===== config.mk =====
export PLATFORM = sky130hd
export DESIGN_NAME = player_pose
export DESIGN_NICKNAME = d
export VERILOG_FILES = /design/src/verilog/sprite_pkg.sv /design/src/verilog/player_pose.sv
export SDC_FILE = /design/constraint.sdc
export NUM_CORES = 1
export LEC_CHECK = 0
export BUFFER_PORTS_ARGS = -buffer_cell sky130_fd_sc_hd__buf_2
export CORE_UTILIZATION = 47
export CTS_BUF_LIST = sky130_fd_sc_hd__clkbuf_16
export DETAILED_ROUTE_END_ITERATION = 10
export PLACE_DENSITY = 0.82
export SYNTH_ARGS = -nofsm -noshare
export SYNTH_HDL_FRONTEND = slang
export SYNTH_SLANG_ARGS = --single-unit
export TNS_END_PERCENT = 100

===== constraint.sdc =====
create_clock -name clk -period 1.4 [get_ports clk]
set_input_delay 0.35 -clock clk [delete_from_list [all_inputs] [get_ports clk]]
set_output_delay 0.35 -clock clk [all_outputs]
set_load 0.005 [all_outputs]

===== src/verilog/sprite_pkg.sv =====
`default_nettype none

package sprite_pkg;

    localparam int COORD_W    = 10;
    localparam int COLOR_W    = 8;
    localparam int ROM_ADDR_W = 8;

    typedef logic [COORD_W-1:0]    coord_t;     // Screen coordinate
    typedef logic [COLOR_W-1:0]    color_t;     // RGB332
    typedef logic [ROM_ADDR_W-1:0] rom_addr_t;  // Texel index within one frame

    // Encoding doubles as the ROM frame index
    typedef enum logic [2:0] {
        IDLE         = 3'd0,
        FORWARD      = 3'd1,
        BACKWARD     = 3'd2,
        ATTACK_START = 3'd3,
        ATTACK_PULL  = 3'd5,
        ATTACK_END   = 3'd4
    } pose_t;

    // Horizontal timing in pixels
    localparam coord_t H_ACTIVE     = 10'd64;
    localparam coord_t H_TOTAL      = 10'd80;
    localparam coord_t H_SYNC_START = 10'd68;
    localparam coord_t H_SYNC_END   = 10'd76;

    // Vertical timing in lines
    localparam coord_t V_ACTIVE     = 10'd48;
    localparam coord_t V_TOTAL      = 10'd52;
    localparam coord_t V_SYNC_START = 10'd49;
    localparam coord_t V_SYNC_END   = 10'd51;

    // Sprite geometry
    localparam coord_t SPRITE_W    = 10'd16;
    localparam coord_t SPRITE_H    = 10'd16;
    localparam int     FRAME_COUNT = 6;
    localparam int     FRAME_WORDS = 256;      // SPRITE_W * SPRITE_H

    localparam color_t TRANSPARENT_COLOR = 8'hE3;  // Colour key
    localparam color_t BACKGROUND_COLOR  = 8'h00;

endpackage

`default_nettype wire


===== src/verilog/player_pose.sv =====
`timescale 1ns/1ns
`default_nettype none

module player_pose (
    input  wire logic                clk,
    input  wire logic                rst,
    input  wire logic                frame_start,
    input  wire logic                move_fwd,
    input  wire logic                move_back,
    input  wire logic                attack,
    input  wire sprite_pkg::coord_t  pos_x,
    input  wire sprite_pkg::coord_t  pos_y,
    output sprite_pkg::pose_t        pose,
    output sprite_pkg::coord_t       sprite_x,
    output sprite_pkg::coord_t       sprite_y
);

    sprite_pkg::pose_t pose_next;

    // Attack runs start, pull, end regardless of the controls
    always_comb begin
        case (pose)
            sprite_pkg::ATTACK_START: begin
                pose_next = sprite_pkg::ATTACK_PULL;
            end
            sprite_pkg::ATTACK_PULL: begin
                pose_next = sprite_pkg::ATTACK_END;
            end
            default: begin
                if (attack) begin
                    pose_next = sprite_pkg::ATTACK_START;
                end else if (move_fwd) begin
                    pose_next = sprite_pkg::FORWARD;   // Forward wins over back
                end else if (move_back) begin
                    pose_next = sprite_pkg::BACKWARD;
                end else begin
                    pose_next = sprite_pkg::IDLE;
                end
            end
        endcase
    end

    // Pose and position only move at frame start, so the sprite never tears
    always_ff @(posedge clk or posedge rst) begin
        if (rst) begin
            pose     <= sprite_pkg::IDLE;
            sprite_x <= '0;
            sprite_y <= '0;
        end else if (frame_start) begin
            pose     <= pose_next;
            sprite_x <= pos_x;
            sprite_y <= pos_y;
        end
    end

endmodule

`default_nettype wire


==> summary.md <==
| Metric | Value |
|---|---|
| Status | `completed` |
| Longest Clk Path Bufs | `2` |
| Residual DRC | `0` |
| Setup Fix Bufs, Post-CTS | `0` |
| Power Total | `approximately 1800 µW` |
| IO Pins | `between 40 and 50` |
| Crit share post-route | `82.97%` |
| Die area | `approximately 0.0023 mm²` |
| RSZ-0062 raised after global routing | `false` |
| Pre-CTS setup slack | `between 0.2 and 0.3 ns` |
| Chip height | `between 40 and 50 µm` |
| # setup viols final | `0` |
| # hold bufs at CTS | `0` |
| Crit-path cells | `buf_2` |
| # rows | `16` |
| Die width | `roughly 48 µm` |
| H-Tree Depth | `1` |
| Hpwl dp | `1280 µm` |
| Worst EP required | `about 1.1 ns` |
| Clock slew at reported path FFs | `about 0.06 ns` |
| Final Net Count | `roughly 140` |
| Most common cell after layout, fill and taps aside | `buf_2` |
| Highest Clock Rate | `between 800 and 900 MHz` |
| Post-synthesis sequential area ratio | `roughly 58%` |
| Synth cell types | `12` |
| Post-synthesis register bit count | `23` |
| Delay-heaviest family, CP | `flip-flops` |
| Worst EP arrival | `between 0.8 and 0.9 ns` |
| Initial antenna violation count | `0` |
| Final Hold Vio Count | `0` |
| Syn_area_per_cell | `16.27 µm²` |
| GR Util All Layers | `18.23%` |
| Clock latency on the worst-skew pair | `0.25 ns` |
| WL per Instance | `roughly 13 µm` |
| Post-Route Utilization | `about two thirds` |
| Pin count of the biggest net entering global routing | `26` |
| Starting Density | `about half` |
| CTS tree | `yes` |
| Routability cong. | `roughly 0.63` |
| Crit path max fanout | `5` |
| Crit end category | `output port` |
| N_diodes | `0` |
| Yosys warns | `0` |
| Fillers | `140` |
| Vias in the first global route | `between 600 and 700` |
| Pre-Repair DR Iteration Count | `5` |
| Final setup TNS | `0 ns` |
| Slowest CP cell | `dfrtp_1` |
| Pins Over Slew Limit | `0` |
| Fin crit period | `1.162 ns` |
| Post-CTS Resized | `0` |
| Pwr Density | `~1300 mW/mm²` |
| Peak supply drop | `around 0.77 mV` |
| Area Growth Syn to Fin | `33.17%` |
| First-pass GRT wire length | `~2700 µm` |
| Root Buffer | `clkbuf_16` |
| Syn_nets | `87` |
| Worst rel slew slack | `between 80% and 90%` |
| Initial DRC Count | `5` |
| Core Region | `0.001982 mm²` |
| Clock Sinks | `23` |
| Final wirelength | `~1800 µm` |
| Antenna Nets Post-Route | `0` |
| Vias | `about 670` |
| Leakage | `roughly 0.0007 µW` |
| Num CTS Buffers | `3` |
| Crit path buffers/inverters | `1` |
| Buffers added on ports | `48` |
| Clock skew | `~0.00044 ns` |
| Gr ovfl total | `0` |
| Gate Count Post-Synth | `61` |
| Maxcap violations | `0` |
| Worst setup SP type | `flop` |
| Mapped Area | `992.2 µm²` |
| Fin worst setup slack | `0.2385 ns` |
| Delay of the slowest critical-path stage | `around 0.42 ns` |
| Worst slew pin tran | `around 0.29 ns` |
| Worst setup path class | `flop to output port` |
| Avg Vias per Cell | `~4.8` |
| Worst Hold Class | `input port to async pin` |
| Most frequent cells in the layout | `buf_2, dfrtp_1, mux2_4` |
| Share of cells above drive strength 1 | `~65%` |
[area by class of cell]
type	instances	area, µm²	area share, %
Sequential cell	23	575.6	43.56
Timing Repair Buffer	50	267.8	20.27
Clock buffer	3	75.07	5.682
Multi-Input combinational cell	32	354.1	26.80
Clock inverter	1	3.754	0.2841
Tap cell	27	33.78	2.557
Inverter	3	11.26	0.8523
[where the power goes]
group,internal (µW),total [µW],leakage (µW),switching (µW)
clock,380,591,0.0000423,211
sequential,758,829,0.000269,71.4
combinational,212,354,0.000385,142
total,1350,1770,0.000697,424
[worst paths after layout]
path                             start     endpoint  slack, ns  cells after the start
min reg2reg                sprite_x[3]  sprite_x[3]       0.50                      1
max                            pose[2]      pose[2]       0.24                      1
max reg2reg                    pose[1]      pose[1]       0.44                      3
min in group clk              pos_y[7]  sprite_y[7]       0.33                      2
max in group asynchronous          rst  sprite_x[4]       1.05                      3
min                                rst  sprite_y[0]       0.12                      3
[metrics by stage]
step	std cells	hold slack (ns)	cell area [µm²]
global route	139	0.1490	1321
CTS	139	0.1317	1321
finish	139	0.1231	1321
detailed placement	135	0.3968	1242
floorplan	61	0.3519	992.2
global placement	135	0.3965	1242
[registers in the layout, summed over array words and instances (netlist names)]
signal / count
pose: 3
sprite_x: 10
sprite_y: 10
[synth_stat cells]
| library cell | count | area [µm²] |
|---|---|---|
| nand2_1 | 2 | 7.510 |
| a21oi_1 | 3 | 15.01 |
| mux2_4 | 15 | 225.2 |
| buf_12 | 2 | 40.04 |
| inv_1 | 3 | 11.26 |
| nor2b_1 | 3 | 18.77 |
| dfrtp_1 | 23 | 575.6 |
| mux2_2 | 5 | 56.30 |
| o221ai_1 | 1 | 8.760 |
| o2bb2ai_1 | 2 | 17.52 |
| o21ai_0 | 1 | 5.000 |
| buf_6 | 1 | 11.26 |
[worst min-delay path: stages]
cell	delay [ns]
buf_2	0.09
inv_1	0.04
buf_4	0.28
[cell families after synthesis]
logic type	Yosys count	synth area share, %
flip-flops	23	58.01
buffers and inverters	6	6.305
multiplexers	20	28.37
AND/OR/NAND/NOR	5	2.649
AO/OA/AOI/OAI	7	4.665
[layer usage]
| metal | vias to the layer above | GRT usage, % | wire (µm) | share of wire (%) |
|---|---|---|---|---|
| met2 | 19 | 29.46 | 985 | 54 |
| met1 | 338 | 23.79 | 786 | 43 |
| li1 | 313 | - | - | - |
| met5 | - | 0 | 0 | 0 |
| met4 | 0 | 8.333 | 12 | 0.65 |
| met3 | 2 | 3.396 | 53 | 2.9 |
Note: power is estimated with default switching activity, not from simulation.
