## config.mk

```make
export PLATFORM = sky130hd
export DESIGN_NAME = sprite_compositor_flat
export DESIGN_NICKNAME = d
export VERILOG_FILES = /design/src/verilog/sprite_pkg.sv /design/src/verilog/raster_if.sv /design/src/verilog/sprite_compositor.sv /design/src/flat_wrapper.sv
export SDC_FILE = /design/constraint.sdc
export NUM_CORES = 1
export LEC_CHECK = 0
export ABC_AREA = 1
export BUFFER_PORTS_ARGS = -buffer_cell sky130_fd_sc_hd__buf_2
export CAP_MARGIN = 10
export CORE_MARGIN = 2
export CORE_UTILIZATION = 35
export DETAILED_ROUTE_END_ITERATION = 8
export GPL_ROUTABILITY_DRIVEN = 1
export SYNTH_ARGS = -nofsm -noshare
export SYNTH_HDL_FRONTEND = slang
export SYNTH_SLANG_ARGS = --single-unit
```

## constraint.sdc

```tcl
create_clock -name clk -period 1.8 [get_ports clk]
set_input_delay 0.36 -clock clk [delete_from_list [all_inputs] [get_ports clk]]
set_output_delay 0.36 -clock clk [all_outputs]
set_load 0.01 [all_outputs]
```

## src/verilog/sprite_pkg.sv

```systemverilog
`default_nettype none

package sprite_pkg;

    localparam int COORD_W    = 10;
    localparam int COLOR_W    = 8;
    localparam int ROM_ADDR_W = 8;

    typedef logic [COORD_W-1:0]    coord_t;     // Screen coordinate
    typedef logic [COLOR_W-1:0]    color_t;     // RGB332
    typedef logic [ROM_ADDR_W-1:0] rom_addr_t;  // Texel index within one frame

    // Encoding doubles as the ROM frame index
    typedef enum logic [2:0] {
        IDLE         = 3'd0,
        FORWARD      = 3'd1,
        BACKWARD     = 3'd2,
        ATTACK_START = 3'd3,
        ATTACK_PULL  = 3'd5,
        ATTACK_END   = 3'd4
    } pose_t;

    // Horizontal timing in pixels
    localparam coord_t H_ACTIVE     = 10'd64;
    localparam coord_t H_TOTAL      = 10'd80;
    localparam coord_t H_SYNC_START = 10'd68;
    localparam coord_t H_SYNC_END   = 10'd76;

    // Vertical timing in lines
    localparam coord_t V_ACTIVE     = 10'd48;
    localparam coord_t V_TOTAL      = 10'd52;
    localparam coord_t V_SYNC_START = 10'd49;
    localparam coord_t V_SYNC_END   = 10'd51;

    // Sprite geometry
    localparam coord_t SPRITE_W    = 10'd16;
    localparam coord_t SPRITE_H    = 10'd16;
    localparam int     FRAME_COUNT = 6;
    localparam int     FRAME_WORDS = 256;      // SPRITE_W * SPRITE_H

    localparam color_t TRANSPARENT_COLOR = 8'hE3;  // Colour key
    localparam color_t BACKGROUND_COLOR  = 8'h00;

endpackage

`default_nettype wire

```

## src/verilog/raster_if.sv

```systemverilog
`timescale 1ns/1ns
`default_nettype none

interface raster_if;

    sprite_pkg::coord_t x;       // Pixel column
    sprite_pkg::coord_t y;       // Line number
    logic               active;  // Visible area
    logic               hsync;
    logic               vsync;

    modport scan (
        output x, y, active, hsync, vsync
    );

    modport view (
        input x, y, active, hsync, vsync
    );

endinterface

`default_nettype wire

```

## src/verilog/sprite_compositor.sv

```systemverilog
`timescale 1ns/1ns
`default_nettype none

module sprite_compositor (
    input  wire logic                clk,
    input  wire logic                rst,
    raster_if.view                   raster,
    input  wire sprite_pkg::coord_t  sprite_x,
    input  wire sprite_pkg::coord_t  sprite_y,
    input  wire sprite_pkg::color_t  texel,
    output sprite_pkg::rom_addr_t    rom_addr,
    output sprite_pkg::color_t       color,
    output logic                     sprite_hit,
    output logic                     hsync,
    output logic                     vsync,
    output logic                     frame_out,
    output sprite_pkg::coord_t       pixel_x,
    output sprite_pkg::coord_t       pixel_y
);

    logic [10:0]        x_end;     // One past the right edge, no wrap
    logic [10:0]        y_end;
    logic               in_box;
    sprite_pkg::coord_t col;
    sprite_pkg::coord_t row;

    // Stage 1 registers
    logic               in_box_q;
    logic               hsync_q;
    logic               vsync_q;
    logic               origin_q;
    sprite_pkg::coord_t x_q;
    sprite_pkg::coord_t y_q;

    assign x_end = {1'b0, sprite_x} + {1'b0, sprite_pkg::SPRITE_W};
    assign y_end = {1'b0, sprite_y} + {1'b0, sprite_pkg::SPRITE_H};

    assign in_box = raster.active &&
                    (raster.x >= sprite_x) && ({1'b0, raster.x} < x_end) &&
                    (raster.y >= sprite_y) && ({1'b0, raster.y} < y_end);

    assign col = raster.x - sprite_x;
    assign row = raster.y - sprite_y;

    // The ROM read register is the stage 1 register of the texel path
    assign rom_addr = {row[3:0], col[3:0]};  // row * 16 + col

    always_ff @(posedge clk or posedge rst) begin
        if (rst) begin
            in_box_q <= 1'b0;
            hsync_q  <= 1'b0;
            vsync_q  <= 1'b0;
            origin_q <= 1'b0;
            x_q      <= '0;
            y_q      <= '0;
        end else begin
            in_box_q <= in_box;
            hsync_q  <= raster.hsync;
            vsync_q  <= raster.vsync;
            origin_q <= (raster.x == '0) && (raster.y == '0);
            x_q      <= raster.x;
            y_q      <= raster.y;
        end
    end

    // Stage 2, texel arrives from the ROM this cycle
    always_ff @(posedge clk or posedge rst) begin
        if (rst) begin
            color      <= sprite_pkg::BACKGROUND_COLOR;
            sprite_hit <= 1'b0;
            hsync      <= 1'b0;
            vsync      <= 1'b0;
            frame_out  <= 1'b0;
            pixel_x    <= '0;
            pixel_y    <= '0;
        end else begin
            if (in_box_q && (texel != sprite_pkg::TRANSPARENT_COLOR)) begin
                color      <= texel;
                sprite_hit <= 1'b1;
            end else begin
                color      <= sprite_pkg::BACKGROUND_COLOR;  // Outside or keyed out
                sprite_hit <= 1'b0;
            end
            hsync     <= hsync_q;
            vsync     <= vsync_q;
            frame_out <= origin_q;
            pixel_x   <= x_q;
            pixel_y   <= y_q;
        end
    end

endmodule

`default_nettype wire

```

## src/flat_wrapper.sv

```systemverilog
// flat-port wrapper written by rule: the top's interface ports become plain ports
module sprite_compositor_flat 
  (clk, rst, sprite_x, sprite_y, texel, rom_addr, color, sprite_hit, hsync, vsync, frame_out, pixel_x, pixel_y, raster_x, raster_y, raster_active, raster_hsync, raster_vsync);
  raster_if raster_i ();
  input  wire logic clk;
  input  wire logic rst;
  input  wire sprite_pkg::coord_t sprite_x;
  input  wire sprite_pkg::coord_t sprite_y;
  input  wire sprite_pkg::color_t texel;
  output sprite_pkg::rom_addr_t rom_addr;
  output sprite_pkg::color_t color;
  output logic sprite_hit;
  output logic hsync;
  output logic vsync;
  output logic frame_out;
  output sprite_pkg::coord_t pixel_x;
  output sprite_pkg::coord_t pixel_y;
  input wire logic [$bits(raster_i.x)-1:0] raster_x;
  input wire logic [$bits(raster_i.y)-1:0] raster_y;
  input wire logic [$bits(raster_i.active)-1:0] raster_active;
  input wire logic [$bits(raster_i.hsync)-1:0] raster_hsync;
  input wire logic [$bits(raster_i.vsync)-1:0] raster_vsync;
  assign raster_i.x = raster_x;
  assign raster_i.y = raster_y;
  assign raster_i.active = raster_active;
  assign raster_i.hsync = raster_hsync;
  assign raster_i.vsync = raster_vsync;
  sprite_compositor u_core (.clk(clk), .rst(rst), .raster(raster_i), .sprite_x(sprite_x), .sprite_y(sprite_y), .texel(texel), .rom_addr(rom_addr), .color(color), .sprite_hit(sprite_hit), .hsync(hsync), .vsync(vsync), .frame_out(frame_out), .pixel_x(pixel_x), .pixel_y(pixel_y));
endmodule
```

==> results.json <==
{
  "run_status": "complete, no violations",
  "final_setup_violation_count": 0,
  "slew-limit-headroom_pct": 73.4,
  "drt-wirelength-per-cell_um": 11.3,
  "final_period_minus_worst_setup_slack_ns": 1.75,
  "yosys-top-cells-count": "dfrtp_1 (56), inv_1 (47), nand2_1 (41), ha_1 (34), nor2_1 (23)",
  "synth.ff_latch_count": 56,
  "cts-hold-fix-buffers": 0,
  "track_usage_pct": 13.0,
  "timing.critical_path.mode_cell": "buf_2",
  "period_share_pct": 97.0,
  "ir_drop_uv": 340,
  "cts_h_tree_depth": 2,
  "syn-mean-instance-area_um2": 10.2,
  "yosysTopAreaCellShare_pct": 52.4,
  "syn_nets": 352,
  "ant_nets": 0,
  "synth_cells": 263,
  "floorplan.io_pins": 93,
  "grt_first_pass_wirelength_um": 8690,
  "cp_data_arrival_time_ns": 1.39,
  "globalRoute.totalOverflow": 0,
  "path_max_fanout": 2,
  "grt_pass1_vias": 1921,
  "drt-pass1-iter-count": 4,
  "reg2reg_slack_ns": 0.97,
  "drc_errors": 0,
  "synthDistinctLibCells": 20,
  "path_class": "input port to output port",
  "syn_area_um2": 2680,
  "final_slew_violations": 0,
  "dp.final_hpwl_um": 4520,
  "finalNetCount": 467,
  "power.static_leakage_nw": 1.96,
  "wirelength_um": 5410,
  "die_height_um": 91.4,
  "critPathSlowestCell": "fa_2",
  "port_buffers": 92,
  "post_route_cells_drive_above_1_share_pct": 35.1,
  "clkSlewWorstSetupHoldPaths_ns": 0.10,
  "core-area_um2": 7330,
  "worst-slew-pin-transition_ns": 0.396,
  "rsz0062_at_grt": "false",
  "flow.area_growth_from_synthesis_pct": 32.1,
  "detail_route.iter0.violations": 50,
  "holdWs_ns": 0.0294,
  "synth_enable_flop_cells": 0,
  "post-synth-top-count-cell": "dfrtp_1",
  "postCtsSetupBuffers": 0,
  "gp_routability_congestion": 0.858,
  "dpl_worst_slack_ns": -0.109,
  "worstPathRequired_ns": 1.44,
  "yosys_warnings": 0,
  "vias": 2066,
  "clock_sinks": 56,
  "hold_viol_final": 0,
  "cap_viol_max_count": 0,
  "max_freq_ghz": 0.573,
  "starting_density_of_the_core_pct": 36.5,
  "antenna_found_initial": 0,
  "antenna_cells_inserted": 0,
  "floorplan.rows": 31,
  "skew_ns": 0.00602,
  "timing.hold.worst.class": "input port to asynchronous set/reset pin",
  "synth.yosys.seq_area_share_pct": 52.4,
  "critical_path.cell_chain": "buf_2, inv_2, ha_4, fa_2, inv_1, buf_2",
  "maximum_number_of_pins_on_one_net_before_global_route_repair": 39,
  "setup.worst_path.start_class": "input port",
  "async_reset_ff_share_pct": 100,
  "tritoncts": "built",
  "power-per-cell-area_nw_per_um2": 722,
  "insertion_delay_ns": 0.30,
  "synthFlopType": "dfrtp_1",
  "tritoncts.num_buffers": 5,
  "final.setup.worst_slack_ns": 0.0549,
  "worstSetupEndpointType": "output port",
  "clock_tree.buffer_depth": 2,
  "floorplan.die_area_um2": 8360,
  "post-synth-top-area-cell": "dfrtp_1",
  "chipWidth_um": 91.4,
  "critical_path.max_stage_delay_ns": 0.53,
  "root_buffer": "clkbuf_8",
  "synth.area.top_cells": "dfrtp_1 (52%), ha_1 (16%), inv_1 (6.6%), nand2_1 (5.8%), nor2_1 (3.2%)",
  "via_per_inst": 4.32
}
==> final cells by class <==
type,count,area (um^2)
repair buffers,108,593
fillers,697,3790
flip-flops and latches,56,1400
clock inverters,2,15.0
well taps,99,124
inverters,47,176
clock buffers,6,82.6
multi-input cells,160,1140
==> routing by layer <==
metal	share of wire (%)	wire, um	GRT usage (%)
met5	0	0	0
met4	2.2	119	5.68
met3	7.0	376	3.07
met2	44	2380	20.0
met1	47	2530	17.5
==> cells in the final DEF, fill, tap and decap left out, types with 3 or more instances in the layout <==
cell type	instances
buf_2	92
dfrtp_1	56
inv_1	45
nand2_1	41
ha_1	32
nor2_1	23
buf_4	15
a21oi_1	13
xor2_1	9
nand3_1	9
clkbuf_8	6
nand4_1	4
nor4_1	4
o21ai_2	3
o21a_1	3
nor2_2	3
nand3b_1	3
==> per-stage QoR <==
stage,setup TNS [ns],total power [mW],util [%],cells,area (um^2)
after floorplan,0,1.63,-,263,2680
after global placement,-0.104,1.87,46.3,470,3390
after detailed placement,-0.176,1.88,46.3,470,3390
after CTS,0,2.58,47.8,478,3500
after global routing,0,2.71,48.2,478,3540
final,0,2.55,48.2,478,3540
==> sequential cells by signal, summed over array words and instances (netlist names) <==
register,count
u_core.vsync_q,1
u_core.pixel_x,10
u_core.frame_out,1
u_core.hsync_q,1
u_core.sprite_hit,1
u_core.x_q,10
u_core.in_box_q,1
u_core.origin_q,1
u_core.y_q,10
u_core.hsync,1
u_core.vsync,1
u_core.color,8
u_core.pixel_y,10
==> timing repair <==
action,CTS,global route
resized for setup,3,7
pin swaps,1,4
setup endpoints to repair,2,4
==> critical path: cells and delay by family <==
kind	cells	cell delay, ns
buf+inv	4	0.34
fa+ha+maj	2	0.69
==> logic make-up after synthesis <==
logic type | count (synthesis) | share of synthesized area [%]
AO/OA/AOI/OAI | 20 | 4.30
XOR/XNOR | 12 | 3.93
adder cells (fa/ha/maj) | 36 | 17.4
buffers and inverters | 47 | 6.59
flip-flops | 56 | 52.4
AND/OR/NAND/NOR | 92 | 15.4
==> power by group <==
| group | switching, mW | internal [mW] | total (mW) |
|---|---|---|---|
| registers | 0.0129 | 1.31 | 1.32 |
| clock network | 0.381 | 0.312 | 0.693 |
| logic | 0.295 | 0.242 | 0.537 |
| total | 0.690 | 1.86 | 2.55 |
==> worst paths after layout <==
path,cells past startpoint,end,start
min in group clk,1,u_core.hsync_q$_DFF_PP0_,raster_hsync
setup reg to reg,4,u_core.color[3]$_DFF_PP0_,u_core.in_box_q$_DFF_PP0_
hold reg to reg,0,u_core.pixel_y[1]$_DFF_PP0_,u_core.y_q[1]$_DFF_PP0_
hold / removal,2,u_core.hsync$_DFF_PP0_,rst
max in group asynchronous,3,u_core.pixel_y[5]$_DFF_PP0_,rst
setup / recovery,6,rom_addr[5],raster_y[0]
No activity file was read; power rests on OpenSTA's default activity.
