[src/verilog/sprite_pkg.sv]
`default_nettype none

package sprite_pkg;

    localparam int COORD_W    = 10;
    localparam int COLOR_W    = 8;
    localparam int ROM_ADDR_W = 8;

    typedef logic [COORD_W-1:0]    coord_t;     // Screen coordinate
    typedef logic [COLOR_W-1:0]    color_t;     // RGB332
    typedef logic [ROM_ADDR_W-1:0] rom_addr_t;  // Texel index within one frame

    // Encoding doubles as the ROM frame index
    typedef enum logic [2:0] {
        IDLE         = 3'd0,
        FORWARD      = 3'd1,
        BACKWARD     = 3'd2,
        ATTACK_START = 3'd3,
        ATTACK_PULL  = 3'd5,
        ATTACK_END   = 3'd4
    } pose_t;

    // Horizontal timing in pixels
    localparam coord_t H_ACTIVE     = 10'd64;
    localparam coord_t H_TOTAL      = 10'd80;
    localparam coord_t H_SYNC_START = 10'd68;
    localparam coord_t H_SYNC_END   = 10'd76;

    // Vertical timing in lines
    localparam coord_t V_ACTIVE     = 10'd48;
    localparam coord_t V_TOTAL      = 10'd52;
    localparam coord_t V_SYNC_START = 10'd49;
    localparam coord_t V_SYNC_END   = 10'd51;

    // Sprite geometry
    localparam coord_t SPRITE_W    = 10'd16;
    localparam coord_t SPRITE_H    = 10'd16;
    localparam int     FRAME_COUNT = 6;
    localparam int     FRAME_WORDS = 256;      // SPRITE_W * SPRITE_H

    localparam color_t TRANSPARENT_COLOR = 8'hE3;  // Colour key
    localparam color_t BACKGROUND_COLOR  = 8'h00;

endpackage

`default_nettype wire

[src/verilog/raster_if.sv]
`timescale 1ns/1ns
`default_nettype none

interface raster_if;

    sprite_pkg::coord_t x;       // Pixel column
    sprite_pkg::coord_t y;       // Line number
    logic               active;  // Visible area
    logic               hsync;
    logic               vsync;

    modport scan (
        output x, y, active, hsync, vsync
    );

    modport view (
        input x, y, active, hsync, vsync
    );

endinterface

`default_nettype wire

[src/verilog/raster_scan.sv]
`timescale 1ns/1ns
`default_nettype none

module raster_scan (
    input  wire logic   clk,
    input  wire logic   rst,
    raster_if.scan      raster,
    output logic        frame_start
);

    sprite_pkg::coord_t x_next;
    sprite_pkg::coord_t y_next;
    logic               line_end;

    assign line_end = (raster.x == sprite_pkg::H_TOTAL - 10'd1);

    always_comb begin
        x_next = line_end ? '0 : raster.x + 10'd1;
        y_next = raster.y;
        if (line_end) begin
            if (raster.y == sprite_pkg::V_TOTAL - 10'd1) begin
                y_next = '0;  // Wrap to top of screen
            end else begin
                y_next = raster.y + 10'd1;
            end
        end
    end

    // Flags are computed from the next position so they line up with x and y
    always_ff @(posedge clk or posedge rst) begin
        if (rst) begin
            raster.x      <= '0;
            raster.y      <= '0;
            raster.active <= 1'b1;  // Origin is a visible pixel
            raster.hsync  <= 1'b0;
            raster.vsync  <= 1'b0;
            frame_start   <= 1'b1;  // First cycle is the screen origin
        end else begin
            raster.x      <= x_next;
            raster.y      <= y_next;
            raster.active <= (x_next < sprite_pkg::H_ACTIVE) &&
                             (y_next < sprite_pkg::V_ACTIVE);
            raster.hsync  <= (x_next >= sprite_pkg::H_SYNC_START) &&
                             (x_next < sprite_pkg::H_SYNC_END);
            raster.vsync  <= (y_next >= sprite_pkg::V_SYNC_START) &&
                             (y_next < sprite_pkg::V_SYNC_END);
            frame_start   <= (x_next == '0) && (y_next == '0);
        end
    end

endmodule

`default_nettype wire

[src/flat_wrapper.sv]
// flat-port wrapper written by rule: the top's interface ports become plain ports
module raster_scan_flat 
  (clk, rst, frame_start, raster_x, raster_y, raster_active, raster_hsync, raster_vsync);
  raster_if raster_i ();
  input  wire logic clk;
  input  wire logic rst;
  output logic frame_start;
  output wire logic [$bits(raster_i.x)-1:0] raster_x;
  output wire logic [$bits(raster_i.y)-1:0] raster_y;
  output wire logic [$bits(raster_i.active)-1:0] raster_active;
  output wire logic [$bits(raster_i.hsync)-1:0] raster_hsync;
  output wire logic [$bits(raster_i.vsync)-1:0] raster_vsync;
  assign raster_x = raster_i.x;
  assign raster_y = raster_i.y;
  assign raster_active = raster_i.active;
  assign raster_hsync = raster_i.hsync;
  assign raster_vsync = raster_i.vsync;
  raster_scan u_core (.clk(clk), .rst(rst), .raster(raster_i), .frame_start(frame_start));
endmodule
[config.mk]
export PLATFORM = sky130hd
export DESIGN_NAME = raster_scan_flat
export DESIGN_NICKNAME = d
export VERILOG_FILES = /design/src/verilog/sprite_pkg.sv /design/src/verilog/raster_if.sv /design/src/verilog/raster_scan.sv /design/src/flat_wrapper.sv
export SDC_FILE = /design/constraint.sdc
export NUM_CORES = 1
export LEC_CHECK = 0
export BUFFER_PORTS_ARGS = -buffer_cell sky130_fd_sc_hd__buf_4
export CORE_MARGIN = 2
export CORE_UTILIZATION = 30
export DETAILED_ROUTE_END_ITERATION = 10
export HOLD_SLACK_MARGIN = 0.02
export PLACE_DENSITY = 0.48
export SLEW_MARGIN = 20
export SYNTH_ARGS = -nofsm -noshare
export SYNTH_HDL_FRONTEND = slang
export SYNTH_SLANG_ARGS = --single-unit
[constraint.sdc]
create_clock -name clk -period 2.9 [get_ports clk]
set_clock_uncertainty 0.1 [all_clocks]
set_input_delay 0.435 -clock clk [delete_from_list [all_inputs] [get_ports clk]]
set_output_delay 0.435 -clock clk [all_outputs]
set_load 0.01 [all_outputs]
==> results by stage <==
STA:
- The final-report max-slew violation count came to 0.
- The setup-violating endpoint count in the final report is 0.
- The part of the cycle the worst path needs is 0.8973.
- The final number of hold-violating endpoints is 0.
- The actual transition at the worst max-transition pin is 0.9366 ns.
- Timing would allow up to approximately 0.38 GHz.
- Headroom to the max-slew limit came out at 0.3749.
- The final setup TNS is 0 ns.
- Setup repair after global routing left no endpoint under its margin.
- The minimum clock period is 2.602 ns.

Floorplanning:
- The die area is roughly 5700 sq um.
- Measured along the x axis, the die boundary spans 75.42 um.
- Row generation in the floorplan step produced 25 rows.
- The die is 75.42 um tall.
- The core area is 4817 sq um.
- The I/O pin count is 26.
- For this configuration, the core starts out at a cell density of 0.3177.

Clock network:
- The quantity of gates resized following cts is 0.
- TritonCTS built the clock tree.
- The post-CTS clock slew at the launch and capture registers of the worst setup and hold paths is 0.09 ns.
- The clock latency reported for the late side of the worst-skew pair is 0.27 ns.
- The post-CTS setup-driven buffer insertion count is 0.
- The buffer type at the clock tree root is sky130_fd_sc_hd__clkbuf_8.
- The clock passes through at most 2 buffers.
- CTS built an H-tree with a depth of 1.
- The clock net sink count is 24.
- The number of hold buffers added after CTS is 0.
- The number of clock buffers inserted by TritonCTS is 3.

Yosys:
- Counting distinct cell types in the post-synthesis netlist gives 50.
- Counting flops with an async set or reset pin after synthesis yields a share of 1.000.
- The predominant post-synthesis flop cell is sky130_fd_sc_hd__dfrtp_1.
- The cell count after synthesis came out at 160.
- The mean instance size in the synthesized netlist is 9.564 sq um.
- The sequential share of the synthesized area is 0.3941.
- The number of nets in the synthesized netlist is around 170.
- For this run, the number of Yosys warnings is 0.
- Counting flops with a built-in enable in the synthesized netlist gives 0.
- The area of the mapped netlist is between 1500 and 2000 sq um.
- In this run, synthesis produced a sequential element count of 24.

Placed design:
- The number of port buffers is 25.
- The post-DP HPWL is approximately 2600 um.
- The routability congestion estimate from global placement is around 0.9.

Worst setup path:
- The setup path with the least slack is of type register to register.
- The kind of end point of the critical path is a register.
- The data required time at the worst endpoint is 2.96 ns.
- The data arrival time of the critical path is 2.66 ns.
- The path depth of the worst reg2reg path is 6.
- The maximum fanout along the worst path is 9.
- The sort of element at the start of the critical path is a register.

Cells and area:
- At the end of the flow the core is filled with cells to 0.3678.
- At the end of the flow, the number of nets in the layout was approximately 190.
- 0 antenna diodes ended up in the layout.
- The sequential cells in the finished layout cover a total of 603.1 sq um.
- Of the cells placed in the final design, the portion with a size suffix greater than 1 is 0.2793.
- Relative to the synthesized area, the layout overhead comes to 15.78%.
- The filler cells instantiated in the layout total approximately 500.
- The area of combinational cells with multiple inputs is 808.3 sq um.

Pwr:
- The leakage power total is 0.7895 nW.
- The net switching power figure is 0.0001140 W.
- The worst ir drop on vdd is between 0.2 and 0.25 mV.
- The part of the total power dissipated in sequential elements is 0.586.
- Of the total power, combinational logic draws 0.013.
- The cell area power density is ~320 nW/um^2.
- The internal portion of the total power is 0.0004566 W.
- The share of total power in the clock network is 0.401.
- Of the total power, the share spent switching nets is 0.1998.

Routing:
- The number of nets with antenna violations after routing is 0.
- The per-cell routed wire length is 14.30 um.
- After detailed routing, the number of vias per cell comes to between 5 and 6.
- The routed design has about 3500 um of wire.
- In the routed design, unresolved DRC markers number 0.
- Before antenna repair, the detailed router went through 4 iterations.
- For this block, the initial DRC count from the detailed router was 68.
- The total number of vias is 1253.

Hold path:
- The worst hold-check path type is input port to async pin.

Job:
- The tool flagged a number of max-cap violations equal to 0.

GRT:
- The first global-routing pass estimated between 5000 and 6000 um of wire.
- Global routing finished with a remaining overflow of 0.
- The via count of the first global-routing pass is 1162.
- The global-route usage over all layers is 0.1306.
- The largest net degree at the start of global routing is 25.
- The number of antenna violations at the first check in global routing is 0.

Outcome:
- The flow ran to the end, and the final reports show no timing, DRC or antenna violations.
[final cells by class]
type,count,share of cell area
clock buffer,4,0.03107
multi-input combinational,120,0.4562
inverter,3,0.006356
tap,67,0.04732
sequential,24,0.3404
timing repair buffer,28,0.1186
[registers in the layout, summed over array words and instances (netlist names)]
| name | count |
|---|---|
| u_core.raster.active | 1 |
| u_core.raster.y | 10 |
| u_core.frame_start | 1 |
| u_core.raster.x | 10 |
| u_core.raster.vsync | 1 |
| u_core.raster.hsync | 1 |
[per-stage QoR]
| step | hold WS [ns] | setup WS, ns | instances | area, sq um | power (W) |
|---|---|---|---|---|---|
| 2_1_floorplan | 0.3481 | 0.4687 | 160 | 1530 | 0.0003460 |
| 3_3_place_gp | 0.4294 | 0.3640 | 242 | 1717 | 0.0003491 |
| 3_5_place_dp | 0.4459 | 0.3069 | 242 | 1717 | 0.0003494 |
| 4_1_cts | 0.3149 | 0.2613 | 246 | 1772 | 0.0005856 |
| 5_1_grt | 0.3563 | 0.06200 | 246 | 1772 | 0.0006015 |
| 6_report | 0.2719 | 0.2978 | 246 | 1772 | 0.0005706 |
[power by group through the flow]
stage	logic, W	registers (W)	clock network (W)
floorplan	0.00000496	0.000341	0
global placement	0.00000806	0.000341	0
detailed placement	0.00000837	0.000341	0
CTS	0.00000838	0.000335	0.000243
global route	0.00000920	0.000335	0.000258
finish	0.00000750	0.000334	0.000229
[kinds of logic (layout without fill, tap and decap cells)]
| family | count (synthesis) | count (layout) | share of synthesized area |
|---|---|---|---|
| AND/OR/NAND/NOR | 69 | 69 | 0.2739 |
| AO/OA/AOI/OAI | 32 | 32 | 0.1374 |
| flip-flops | 24 | 24 | 0.3941 |
| buffers and inverters | 16 | 35 | 0.07767 |
| XOR/XNOR | 15 | 15 | 0.08586 |
| adder cells (fa/ha/maj) | 3 | 3 | 0.02453 |
| multiplexers | 1 | 1 | 0.006542 |
[cells in the mapped netlist, types with 2 or more instances]
cell type | count | area, sq um
sky130_fd_sc_hd__xor2_1 | 7 | 61.31
sky130_fd_sc_hd__clkbuf_8 | 2 | 27.53
sky130_fd_sc_hd__nor3_1 | 4 | 20.02
sky130_fd_sc_hd__clkbuf_1 | 3 | 11.26
sky130_fd_sc_hd__and3_2 | 2 | 15.01
sky130_fd_sc_hd__nand4_1 | 9 | 56.30
sky130_fd_sc_hd__buf_6 | 3 | 33.78
sky130_fd_sc_hd__xnor2_1 | 8 | 70.07
sky130_fd_sc_hd__o21ai_0 | 11 | 55.05
sky130_fd_sc_hd__nor2_1 | 14 | 52.55
sky130_fd_sc_hd__a31oi_1 | 3 | 18.77
sky130_fd_sc_hd__a21oi_1 | 7 | 35.03
sky130_fd_sc_hd__nand3_1 | 4 | 20.02
sky130_fd_sc_hd__dfstp_2 | 2 | 52.55
sky130_fd_sc_hd__nand2_1 | 13 | 48.80
sky130_fd_sc_hd__dfrtp_1 | 22 | 550.5
sky130_fd_sc_hd__nor4_2 | 2 | 25.02
sky130_fd_sc_hd__ha_1 | 3 | 37.54
sky130_fd_sc_hd__buf_4 | 2 | 15.01
sky130_fd_sc_hd__or3_2 | 2 | 15.01
sky130_fd_sc_hd__nor4_1 | 3 | 18.77
sky130_fd_sc_hd__inv_1 | 3 | 11.26
sky130_fd_sc_hd__and3_1 | 4 | 25.02
[cells in the final DEF (no fill, tap or decap), types with 2 or more instances in the layout]
| cell type | count |
|---|---|
| sky130_fd_sc_hd__nand4_1 | 9 |
| sky130_fd_sc_hd__buf_4 | 28 |
| sky130_fd_sc_hd__and3_2 | 2 |
| sky130_fd_sc_hd__nor2_1 | 14 |
| sky130_fd_sc_hd__a31oi_1 | 3 |
| sky130_fd_sc_hd__and3_1 | 4 |
| sky130_fd_sc_hd__nor3_1 | 4 |
| sky130_fd_sc_hd__nand2_1 | 13 |
| sky130_fd_sc_hd__inv_1 | 3 |
| sky130_fd_sc_hd__nor4_2 | 2 |
| sky130_fd_sc_hd__a21oi_1 | 7 |
| sky130_fd_sc_hd__dfrtp_1 | 22 |
| sky130_fd_sc_hd__nor4_1 | 3 |
| sky130_fd_sc_hd__ha_1 | 3 |
| sky130_fd_sc_hd__or3_2 | 2 |
| sky130_fd_sc_hd__o21ai_0 | 11 |
| sky130_fd_sc_hd__clkbuf_8 | 4 |
| sky130_fd_sc_hd__nand3_1 | 4 |
| sky130_fd_sc_hd__xnor2_1 | 8 |
| sky130_fd_sc_hd__dfstp_2 | 2 |
| sky130_fd_sc_hd__xor2_1 | 7 |
[layer usage]
layer / share of wire / vias to the layer above / GRT usage
li1: - / 617 / -
met1: 0.49 / 593 / 0.1814
met2: 0.45 / 39 / 0.2058
met3: 0.049 / 4 / 0.02778
met4: 0.011 / 0 / 0.03704
met5: 0 / - / 0
[worst paths after layout]
check / start / to / slack [ns]
worst max-delay path: u_core.raster.x[0] / u_core.raster.vsync / 0.30
worst min-delay path: rst / u_core.raster.y[8] / 0.27
worst max register to register: u_core.raster.x[0] / u_core.raster.vsync / 0.30
worst min register to register: u_core.raster.x[0] / u_core.raster.x[0] / 0.46
max in group asynchronous: rst / u_core.raster.x[1] / 1.85
min in group clk: u_core.raster.x[0] / u_core.raster.x[0] / 0.46
[worst max-delay path, cell delays in order (launching register included)]
cell and delay (ns):
sky130_fd_sc_hd__dfrtp_1 0.45, sky130_fd_sc_hd__ha_1 0.42, sky130_fd_sc_hd__nand3_1 0.33, sky130_fd_sc_hd__or3_1 0.59
sky130_fd_sc_hd__nor2_8 0.18, sky130_fd_sc_hd__a21oi_2 0.07, sky130_fd_sc_hd__a2111oi_2 0.34
No activity file was read; power rests on OpenSTA's default activity.
